**config.mk**
```make
export PLATFORM = sky130hd
export DESIGN_NAME = load_entry_flat
export DESIGN_NICKNAME = d
export VERILOG_FILES = /design/src/design/mem_pkg.sv /design/src/design/lb_if.sv /design/src/design/load_entry.sv /design/src/flat_wrapper.sv
export SDC_FILE = /design/constraint.sdc
export NUM_CORES = 1
export LEC_CHECK = 0
export ABC_CLOCK_PERIOD_IN_PS = 800
export CORE_ASPECT_RATIO = 1.4
export CORE_MARGIN = 4
export CORE_UTILIZATION = 30
export DETAILED_ROUTE_END_ITERATION = 12
export DONT_BUFFER_PORTS = 1
export GPL_TIMING_DRIVEN = 1
export PLACE_DENSITY_LB_ADDON = 0.25
export SYNTH_ARGS = -nofsm -noshare
export SYNTH_HDL_FRONTEND = slang
export SYNTH_SLANG_ARGS = --single-unit
```
**constraint.sdc**
```tcl
create_clock -name clock -period 0.8 [get_ports clock]
set_input_delay 0.12 -clock clock [delete_from_list [all_inputs] [get_ports clock]]
set_output_delay 0.12 -clock clock [all_outputs]
set_load 0.1 [all_outputs]
```
**src/design/mem_pkg.sv**
```systemverilog
// RV32 only: DOUBLE is never legal, and DMEM_WORDS must equal 2**(AW-2)
`default_nettype none

package mem_pkg;

	//////////////////////////////////////////////////
	// sizing
	//////////////////////////////////////////////////
	localparam int XLEN       = 32;              // data word
	localparam int N_LB       = 4;               // load buffer depth
	localparam int LB_IDX_W   = $clog2(N_LB);
	localparam int TAG_W      = 4;               // load id
	localparam int DMEM_WORDS = 256;
	localparam int AW         = 10;              // byte address bits seen by dmem

	//////////////////////////////////////////////////
	// types
	//////////////////////////////////////////////////
	typedef logic [XLEN-1:0]     xlen_t;
	typedef logic [31:0]         addr_t;         // only low AW bits decoded
	typedef logic [TAG_W-1:0]    tag_t;
	typedef logic [XLEN/8-1:0]   sel_t;          // one bit per byte lane
	typedef logic [LB_IDX_W-1:0] lb_idx_t;

	typedef enum logic [1:0] {
		BYTE   = 2'b00,
		HALF   = 2'b01,
		WORD   = 2'b10,
		DOUBLE = 2'b11                           // rv64 only
	} mem_size_t;

	typedef enum logic [1:0] {
		IDLE,
		LOAD,
		STORE
	} ms_state_t;

	// index of lowest set bit, 0 when none set
	function automatic lb_idx_t first_set(input logic [N_LB-1:0] v);
		lb_idx_t idx;
		idx = '0;
		for (int i = N_LB - 1; i >= 0; i--) begin
			if (v[i])
				idx = lb_idx_t'(i);
		end
		return idx;
	endfunction

endpackage

`default_nettype wire

```
**src/design/lb_if.sv**
```systemverilog
// one load buffer slot link; grant is a one-cycle pulse and the slot frees on the next edge
`default_nettype none

interface lb_if;
	import mem_pkg::*;

	// allocator side, write port of the slot
	logic      wr;           // write strobe
	addr_t     wr_addr;
	mem_size_t wr_size;
	logic      wr_uns;       // zero extend
	tag_t      wr_tag;

	// slot contents
	logic      busy;
	addr_t     addr;
	mem_size_t size;
	logic      uns;
	tag_t      tag;

	logic      grant;        // mem stage took it

	modport alloc (output wr, wr_addr, wr_size, wr_uns, wr_tag,
		input busy);

	modport entry (input wr, wr_addr, wr_size, wr_uns, wr_tag, grant,
		output busy, addr, size, uns, tag);

	modport mem (input busy, addr, size, uns, tag,
		output grant);

endinterface

`default_nettype wire

```
**src/design/load_entry.sv**
```systemverilog
// single pending load; written and granted never in the same cycle
`default_nettype none

module load_entry (
	input  logic clock,
	input  logic rst,
	lb_if.entry  lb
);
	import mem_pkg::*;

	logic      busy_q;
	addr_t     addr_q;
	mem_size_t size_q;
	logic      uns_q;
	tag_t      tag_q;

	// occupancy
	always_ff @(posedge clock) begin
		if (rst) begin
			busy_q <= 1'b0;
		end else if (lb.wr) begin
			busy_q <= 1'b1;              // filled by allocator
		end else if (lb.grant) begin
			busy_q <= 1'b0;              // mem stage took it
		end
	end

	// load fields, held while busy
	always_ff @(posedge clock) begin
		if (lb.wr) begin
			addr_q <= lb.wr_addr;
			size_q <= lb.wr_size;
			uns_q  <= lb.wr_uns;
			tag_q  <= lb.wr_tag;
		end
	end

	assign lb.busy = busy_q;
	assign lb.addr = addr_q;
	assign lb.size = size_q;
	assign lb.uns  = uns_q;
	assign lb.tag  = tag_q;

	// mem stage only picks occupied slots
	a_grant_busy: assert property (@(posedge clock) disable iff (rst) lb.grant |-> busy_q);

endmodule

`default_nettype wire

```
**src/flat_wrapper.sv**
```systemverilog
// flat-port wrapper written by rule: the top's interface ports become plain ports
module load_entry_flat import mem_pkg::*;
  (clock, rst, lb_wr, lb_wr_addr, lb_wr_size, lb_wr_uns, lb_wr_tag, lb_grant, lb_busy, lb_addr, lb_size, lb_uns, lb_tag);
  lb_if lb_i ();
  input  logic clock;
  input  logic rst;
  input wire logic [$bits(lb_i.wr)-1:0] lb_wr;
  input wire logic [$bits(lb_i.wr_addr)-1:0] lb_wr_addr;
  input wire logic [$bits(lb_i.wr_size)-1:0] lb_wr_size;
  input wire logic [$bits(lb_i.wr_uns)-1:0] lb_wr_uns;
  input wire logic [$bits(lb_i.wr_tag)-1:0] lb_wr_tag;
  input wire logic [$bits(lb_i.grant)-1:0] lb_grant;
  output wire logic [$bits(lb_i.busy)-1:0] lb_busy;
  output wire logic [$bits(lb_i.addr)-1:0] lb_addr;
  output wire logic [$bits(lb_i.size)-1:0] lb_size;
  output wire logic [$bits(lb_i.uns)-1:0] lb_uns;
  output wire logic [$bits(lb_i.tag)-1:0] lb_tag;
  assign lb_i.wr = lb_wr;
  assign lb_i.wr_addr = lb_wr_addr;
  assign lb_i.wr_size = lb_wr_size;
  assign lb_i.wr_uns = lb_wr_uns;
  assign lb_i.wr_tag = lb_wr_tag;
  assign lb_i.grant = lb_grant;
  assign lb_busy = lb_i.busy;
  assign lb_addr = lb_i.addr;
  assign lb_size = lb_i.size;
  assign lb_uns = lb_i.uns;
  assign lb_tag = lb_i.tag;
  load_entry u_core (.clock(clock), .rst(rst), .lb(lb_i));
endmodule
```
==> results of run 1 <==
==> power groups by stage <==
stage | clock [mW] | combinational (mW) | sequential [mW]
after floorplan | 0 | 0.00565 | 3.75
after global placement | 0 | 1.83 | 2.66
after detailed placement | 0 | 1.84 | 2.67
after CTS | 1.44 | 2.00 | 2.63
after global routing | 1.54 | 2.03 | 2.64
final | 1.39 | 1.99 | 2.62
==> area by class of cell <==
type | count | share of cell area [%]
Timing Repair Buffer | 81 | 47.01
Sequential cell | 40 | 46.28
Clock buffer | 8 | 3.885
Tap cell | 43 | 2.088
Multi-Input combinational cell | 2 | 0.5828
Inverter | 1 | 0.1457
==> Yosys cell counts <==
| cell type | count |
|---|---|
| edfxtp_1 | 39 |
| a21oi_2 | 1 |
| dfxtp_1 | 1 |
| inv_1 | 1 |
| nand2b_1 | 1 |
==> placed cells by master (no fill, tap or decap) <==
cell type and instances:
dlygate4sd3_1 41, buf_12 40, edfxtp_1 39, clkbuf_8 7
inv_1 1, nand2b_1 1, a21oi_2 1, clkbuf_1 1
dfxtp_2 1
==> path summary, 6_finish.rpt <==
| path | from | to | cells past startpoint |
|---|---|---|---|
| worst max-delay path | u_core.lb.addr[19]$_DFFE_PP_ | lb_addr[19] | 1 |
| worst min register to register | u_core.lb.busy$_SDFFE_PP0P_ | u_core.lb.busy$_SDFFE_PP0P_ | 2 |
| worst min-delay path | lb_wr | u_core.lb.tag[0]$_DFFE_PP_ | 0 |
| worst max register to register | u_core.lb.busy$_SDFFE_PP0P_ | u_core.lb.busy$_SDFFE_PP0P_ | 2 |
==> sequential cells by signal (all words and copies together), names as in the netlist <==
name	count
u_core.lb.busy	1
u_core.lb.addr	32
u_core.lb.size	2
u_core.lb.tag	4
u_core.lb.uns	1
==> metal layers <==
metal	vias to the layer above	share of wire [%]	global-route usage, %
met5	-	0	0
met1	347	28	10.26
met2	40	60	20.31
met4	0	2.5	6.371
li1	343	-	-
met3	6	10	6.998
==> cell families (layout without fill, tap and decap cells) <==
| family | Yosys count | after routing | synth area share [%] |
|---|---|---|---|
| AO/OA/AOI/OAI | 1 | 1 | 0.7240 |
| buffers and inverters | 1 | 90 | 0.3099 |
| flip-flops | 40 | 40 | 98.45 |
| AND/OR/NAND/NOR | 1 | 1 | 0.5174 |
==> per-stage QoR <==
step	utilization, %	hold slack [ps]	TNS [ps]	area (µm²)
floorplan	-	175.1	-8905	1211
global placement	52.71	176.8	0	2066
detailed placement	52.71	180.9	0	2066
CTS	65.74	-71.43	-8970	2576
global route	65.74	-84.47	-9867	2576
finish	65.74	-61.18	-8299	2576
==> out/results.tsv, run 1 <==
stage	metric	value	unit
cts	cts_htree_levels	2	
critical_path	critPathMaxFanout	1	
power	power_frac_clock	23.2	%
power	p_comb_share	33.2	%
sta	fin_worst_hold_slack	-61.18	ps
sta	worstMarginPinSlew	136.9	ps
finish	fill_cells	267	
global_route	grt_max_degree	41	
cts	post-cts-setup-buffers	0	
detailed_routing	ant_nets	0	
floorplanning	core-area	3919	µm²
finish	syn2layout_area_growth	112.9	%
logic_synthesis	netlist_area	1210	µm²
logic_synthesis	yosysTopAreaCellShare	96.79	%
finish	instances_no_fill	175	
logic_synthesis	synth_top_area_cell	edfxtp_1	
detailed_routing	wirelength	2716	µm
floorplanning	fp.dieH	83.14	µm
finish	diodes	0	
power	internal-power	4.004	mW
logic_synthesis	ys_ff_latch	40	
logic_synthesis	synth_fp_nets	86	
finish	multi_input_area	15.01	µm²
logic_synthesis	synth_warnings	0	
critical_path	required	680	ps
power	ir_worst_vdd	1.840	mV
floorplanning	start_util	30.87	%
critical_path	critical-path-max-stage-delay	430	ps
finish	seq_area	1192	µm²
placement	dp_cells	126	
critical_path	cp_top_family	flip-flops	
cts	numCtsBuffers	5	
logic_synthesis	yosysSeqAreaShare	98.45	%
cts	cts-resized-gates	0	
sta	slew_violations	0	
critical_path	critPathCaptureType	primary output	
critical_path	crit_buf_inv	1	
critical_path	path_class	reg -> out	
sta	grt_setup_unrepaired	yes	
power	power	6.006	mW
critical_path	path_cells	buf_12	
power	p_sw_share	33.34	%
cts	cts_tree	built	
power	powerDensity	2331	nW/µm²
cts	ctsHoldBuffers	41	
cts	cts_max_path_buffers	2	
global_route	first_global_vias	853	
critical_path	critPathArrivalTime	910	ps
global_route	antenna_found_initial	0	
cts	clk_latency	280	ps
placement	io_buffer_count	0	
logic_synthesis	avgSynthCellArea	28.14	µm²
floorplanning	dieArea	5127	µm²
floorplanning	ios	83	
critical_path	cp_slowest_cell	edfxtp_1	
placement	post-place-ws	77.17	ps
cts	cts_sinks	40	
detailed_routing	via_count	736	
logic_synthesis	synth_cells	43	
run_status	status	finished, violations left	
sta	finalCritPeriodShare	128.3	%
sta	hold_violations	39	
sta	fmax	0.9742	GHz
detailed_routing	routed_via_density	4.206	
power	p_leak	0.9971	nW
finish	num-nets-final	174	
global_route	track_usage	11.96	%
power	seqPwrFrac	43.7	%
cts	clk_pin_slew_worst_paths	70	ps
critical_path	r2r_slack	150	ps
logic_synthesis	synthTopCellsByArea	edfxtp_1 97%, dfxtp_1 1.7%, a21oi_2 0.72%	
global_route	grt_first_pass_wirelength	4195	µm
finish	drive_gt1_share	37.12	%
power	p_sw	2.002	mW
min_path	worstHoldPathType	in -> reg	
run_status	failed_checks	hold timing, setup timing	
logic_synthesis	synth_cell_type_count	5	
sta	finalSetupViolCount	40	
detailed_routing	drt-initial-drc-count	17	
critical_path	startpoint_type	flip-flop	
placement	gp_congestion	0.6620	
floorplanning	num_rows	27	
sta	finalClockSkew	0	ps
sta	period_needed	1027	ps
detailed_routing	drc	0	
sta	max-slew-margin-rel	90.89	%
job	drv_cap	0	
global_route	grt_overflow	0	
cts	root_buffer	clkbuf_8	
sta	setup_ws	-226.5	ps
detailed_routing	wl_per_cell	15.52	µm
floorplanning	die_w	61.67	µm
detailed_routing	drt_first_pass_iters	3	
No activity file was read; power rests on OpenSTA's default activity.
==> run 2: changes to the inputs <==
--- a/config.mk
+++ b/config.mk
@@ -8,7 +8,7 @@
 export ABC_CLOCK_PERIOD_IN_PS = 800
 export CORE_ASPECT_RATIO = 1.4
 export CORE_MARGIN = 4
-export CORE_UTILIZATION = 30
+export CORE_UTILIZATION = 52
 export DETAILED_ROUTE_END_ITERATION = 12
 export DONT_BUFFER_PORTS = 1
 export GPL_TIMING_DRIVEN = 1
==> out/results.tsv, run 2 <==
stage	metric	value	unit	change
run_status	status	did not finish		was finished, violations left
run_status	failed_stage	detailed placement (3_5_place_dp)		
run_status	error	Error: detail_place.tcl, 38 bad optional access		
logic_synthesis	synth_fp_nets	86		unchanged
floorplanning	fp.dieH	65.08	µm	was 83.14 µm
logic_synthesis	avgSynthCellArea	28.14	µm²	unchanged
logic_synthesis	synth_top_area_cell	edfxtp_1		unchanged
floorplanning	start_util	54.94	%	was 30.87%
floorplanning	die_w	48.77	µm	was 61.67 µm
logic_synthesis	synth-main-ff-cell	edfxtp_1		unchanged
floorplanning	ios	83		unchanged
logic_synthesis	synth_adder_area_share	0	%	unchanged
logic_synthesis	synth_warnings	0		unchanged
placement	io_buffer_count	0		unchanged
logic_synthesis	synthTopCellsByArea	edfxtp_1 97%, dfxtp_1 1.7%, a21oi_2 0.72%		unchanged
logic_synthesis	synth_commonest_cells	39 x edfxtp_1, 1 x a21oi_2, 1 x dfxtp_1, 1 x inv_1, 1 x nand2b_1		unchanged
floorplanning	num_rows	20		was 27
logic_synthesis	synth_cell_type_count	5		unchanged
logic_synthesis	synth_mux_area_share	0	%	unchanged
logic_synthesis	synth-edff-count	39		unchanged
logic_synthesis	synth-compound-area-share	0.7239	%	unchanged
logic_synthesis	ys_ff_latch	40		unchanged
logic_synthesis	synth_top_family_by_area	compound AO/OA/AOI/OAI gates		unchanged
logic_synthesis	yosys.area_share.simple	0.5171	%	unchanged
logic_synthesis	yosysTopAreaCellShare	96.79	%	unchanged
logic_synthesis	netlist_area	1210	µm²	unchanged
placement	gp_congestion	0.6661		was 0.6620
logic_synthesis	yosysSeqAreaShare	98.45	%	unchanged
logic_synthesis	synth_cells	43		unchanged
logic_synthesis	async_flop_share	0	%	unchanged
logic_synthesis	yosysMostFrequentCell	edfxtp_1		unchanged
logic_synthesis	synth_xor_area_share	0	%	unchanged
## run 2: cell counts after synthesis
Identical to the previous run, type by type.
## run 2: cell families after synthesis
kind of cell / count (synthesis)
compound gates: 1
flops: 40
simple gates: 1
buf+inv: 1
## run 2: through the flow
step,hold slack [ps],TNS (ps)
after floorplan,175.1,-8905
after global placement,176.6,0
==> run 3: changes to the inputs <==
--- a/config.mk
+++ b/config.mk
@@ -5,14 +5,13 @@
 export SDC_FILE = /design/constraint.sdc
 export NUM_CORES = 1
 export LEC_CHECK = 0
-export ABC_CLOCK_PERIOD_IN_PS = 800
-export CORE_ASPECT_RATIO = 1.4
-export CORE_MARGIN = 4
-export CORE_UTILIZATION = 52
+export ABC_CLOCK_PERIOD_IN_PS = 1000
+export CORE_AREA = 4 4 65 67
 export DETAILED_ROUTE_END_ITERATION = 12
+export DIE_AREA = 0 0 69 71
 export DONT_BUFFER_PORTS = 1
 export GPL_TIMING_DRIVEN = 1
-export PLACE_DENSITY_LB_ADDON = 0.25
+export PLACE_DENSITY_LB_ADDON = 0.15
 export SYNTH_ARGS = -nofsm -noshare
 export SYNTH_HDL_FRONTEND = slang
 export SYNTH_SLANG_ARGS = --single-unit
==> constraint.sdc (replaced) <==
create_clock -name clock -period 1 [get_ports clock]
set_input_delay 0.15 -clock clock [delete_from_list [all_inputs] [get_ports clock]]
set_output_delay 0.15 -clock clock [all_outputs]
set_load 0.1 [all_outputs]
==> out/results.tsv, run 3 (synthesis results as in run 1) <==
stage	metric	value	unit	change
cts	cts_htree_levels	2		
cts	cts_max_path_buffers	2		
power	p_leak	0.9834	nW	
floorplanning	num_rows	22		was 20
finish	drive_gt1_share	37.12	%	
power	power_frac_clock	21.6	%	
detailed_routing	wl_per_cell	16.36	µm	
min_path	worstHoldPathType	in -> reg		
sta	max-slew-margin-rel	90.51	%	
sta	worstMarginPinSlew	142.6	ps	
sta	finalCritPeriodShare	107.2	%	
floorplanning	core-area	3633	µm²	
cts	numCtsBuffers	5		
critical_path	critPathArrivalTime	920	ps	
power	p_comb_share	33.9	%	
sta	fmax	0.9330	GHz	
sta	setup_tns	-1672	ps	
critical_path	path_cells	buf_12		
detailed_routing	wirelength	2945	µm	
power	internal-power	3.054	mW	
detailed_routing	drt-initial-drc-count	30		
placement	gp_congestion	0.7267		was 0.6661
sta	finalSetupViolCount	39		
critical_path	critPathCaptureType	primary output		
sta	setup_ws	-71.76	ps	
power	powerDensity	1835	nW/µm²	
placement	io_buffer_count	0		unchanged
sta	period_needed	1072	ps	
placement	post-place-ws	230.9	ps	
finish	diodes	0		
sta	slew_violations	0		
sta	fin_worst_hold_slack	-26.96	ps	
finish	final_common_cell	dlygate4sd3_1		
sta	grt_setup_unrepaired	yes		
cts	cts_tree	built		
job	drv_cap	0		
cts	ctsHoldBuffers	41		
cts	cts-resized-gates	0		
cts	clk_pin_slew_worst_paths	80	ps	
finish	final_cell_area	2570	µm²	
sta	finalClockSkew	0	ps	
finish	num-nets-final	174		
detailed_routing	drc	0		
power	power	4.715	mW	
power	p_sw	1.661	mW	
run_status	status	finished, violations left		was did not finish
placement	dpl-instance-area	2072	µm²	
global_route	grt_first_pass_wirelength	4471	µm	
detailed_routing	ant_nets	0		
power	p_sw_share	35.22	%	
global_route	antenna_found_initial	0		
critical_path	startpoint_type	flip-flop		
critical_path	cp_slowest_cell	edfxtp_1		
floorplanning	die_w	69	µm	was 48.77 µm
critical_path	path_class	reg -> out		
detailed_routing	routed_via_density	4.122		
global_route	grt_overflow	0		
power	seqPwrFrac	44.6	%	
power	ir_worst_vdd	1.074	mV	
sta	hold_violations	39		
critical_path	critical-path-max-stage-delay	440	ps	
finish	most-common-layout-cells	41 x dlygate4sd3_1, 40 x buf_12, 39 x edfxtp_1		
floorplanning	ios	83		unchanged
global_route	grt_max_degree	41		
global_route	track_usage	12.42	%	
cts	cts_sinks	40		
cts	root_buffer	clkbuf_8		
critical_path	critPathMaxFanout	1		
critical_path	required	850	ps	
floorplanning	start_util	33.30	%	was 54.94%
finish	largest_reg_flops	32		
finish	fin_util	70.73	%	
finish	syn2layout_area_growth	112.4	%	
global_route	first_global_vias	797		
critical_path	cp_top_family	flip-flops		
cts	clk_latency	280	ps	
detailed_routing	drt_first_pass_iters	4		
floorplanning	dieArea	4899	µm²	
critical_path	crit_buf_inv	1		
floorplanning	fp.dieH	71	µm	was 65.08 µm
detailed_routing	via_count	742		
run_status	failed_checks	hold timing, setup timing		
## run 3: timing repair
| action | in CTS | in global routing |
|---|---|---|
| pin swaps | 0 | 0 |
| buffers inserted | 0 | 0 |
| setup endpoints to repair | 39 | 40 |
| hold endpoints to repair | 79 | 39 |
## run 3: layer usage
layer / wire length (µm) / up-vias / part of all wire, % / GRT usage [%]
met2: 1786 / 46 / 61 / 24.68
met5: 0 / - / 0 / 0
li1: - / 344 / - / -
met1: 936 / 352 / 32 / 10.88
met3: 223 / 0 / 7.6 / 5.682
met4: 0 / 0 / 0 / 3.905
## run 3: cell type report
type	count	area, µm²
Clock buffer	5	68.82
Clock inverter	3	18.77
Fill cell	234	1064
Inverter	1	3.754
Multi-Input combinational cell	2	15.01
Sequential cell	40	1192
Tap cell	48	60.06
Timing Repair Buffer	81	1211
## run 3: worst paths after layout
kind	start	to	slack [ps]	depth (start not counted)
worst max-delay path	u_core.lb.addr[17]$_DFFE_PP_	lb_addr[17]	-70	1
worst min-delay path	lb_wr	u_core.lb.addr[18]$_DFFE_PP_	-30	0
worst max register to register	u_core.lb.busy$_SDFFE_PP0P_	u_core.lb.busy$_SDFFE_PP0P_	360	2
worst min register to register	u_core.lb.busy$_SDFFE_PP0P_	u_core.lb.busy$_SDFFE_PP0P_	520	2
## run 3: through the flow
step | std cells | hold WS [ps]
global placement | 131 | 207.3
floorplan | 43 | 205.1
global route | 180 | -55.00
finish | 180 | -26.96
CTS | 180 | -29.72
detailed placement | 131 | 209.8
## run 3: power by group through the flow
stage	clock network, mW	logic [mW]	registers, mW
finish	1.02	1.60	2.10
CTS	1.03	1.61	2.10
floorplan	0	0.00452	3.00
global placement	0	1.48	2.13
global route	1.13	1.62	2.11
detailed placement	0	1.48	2.14
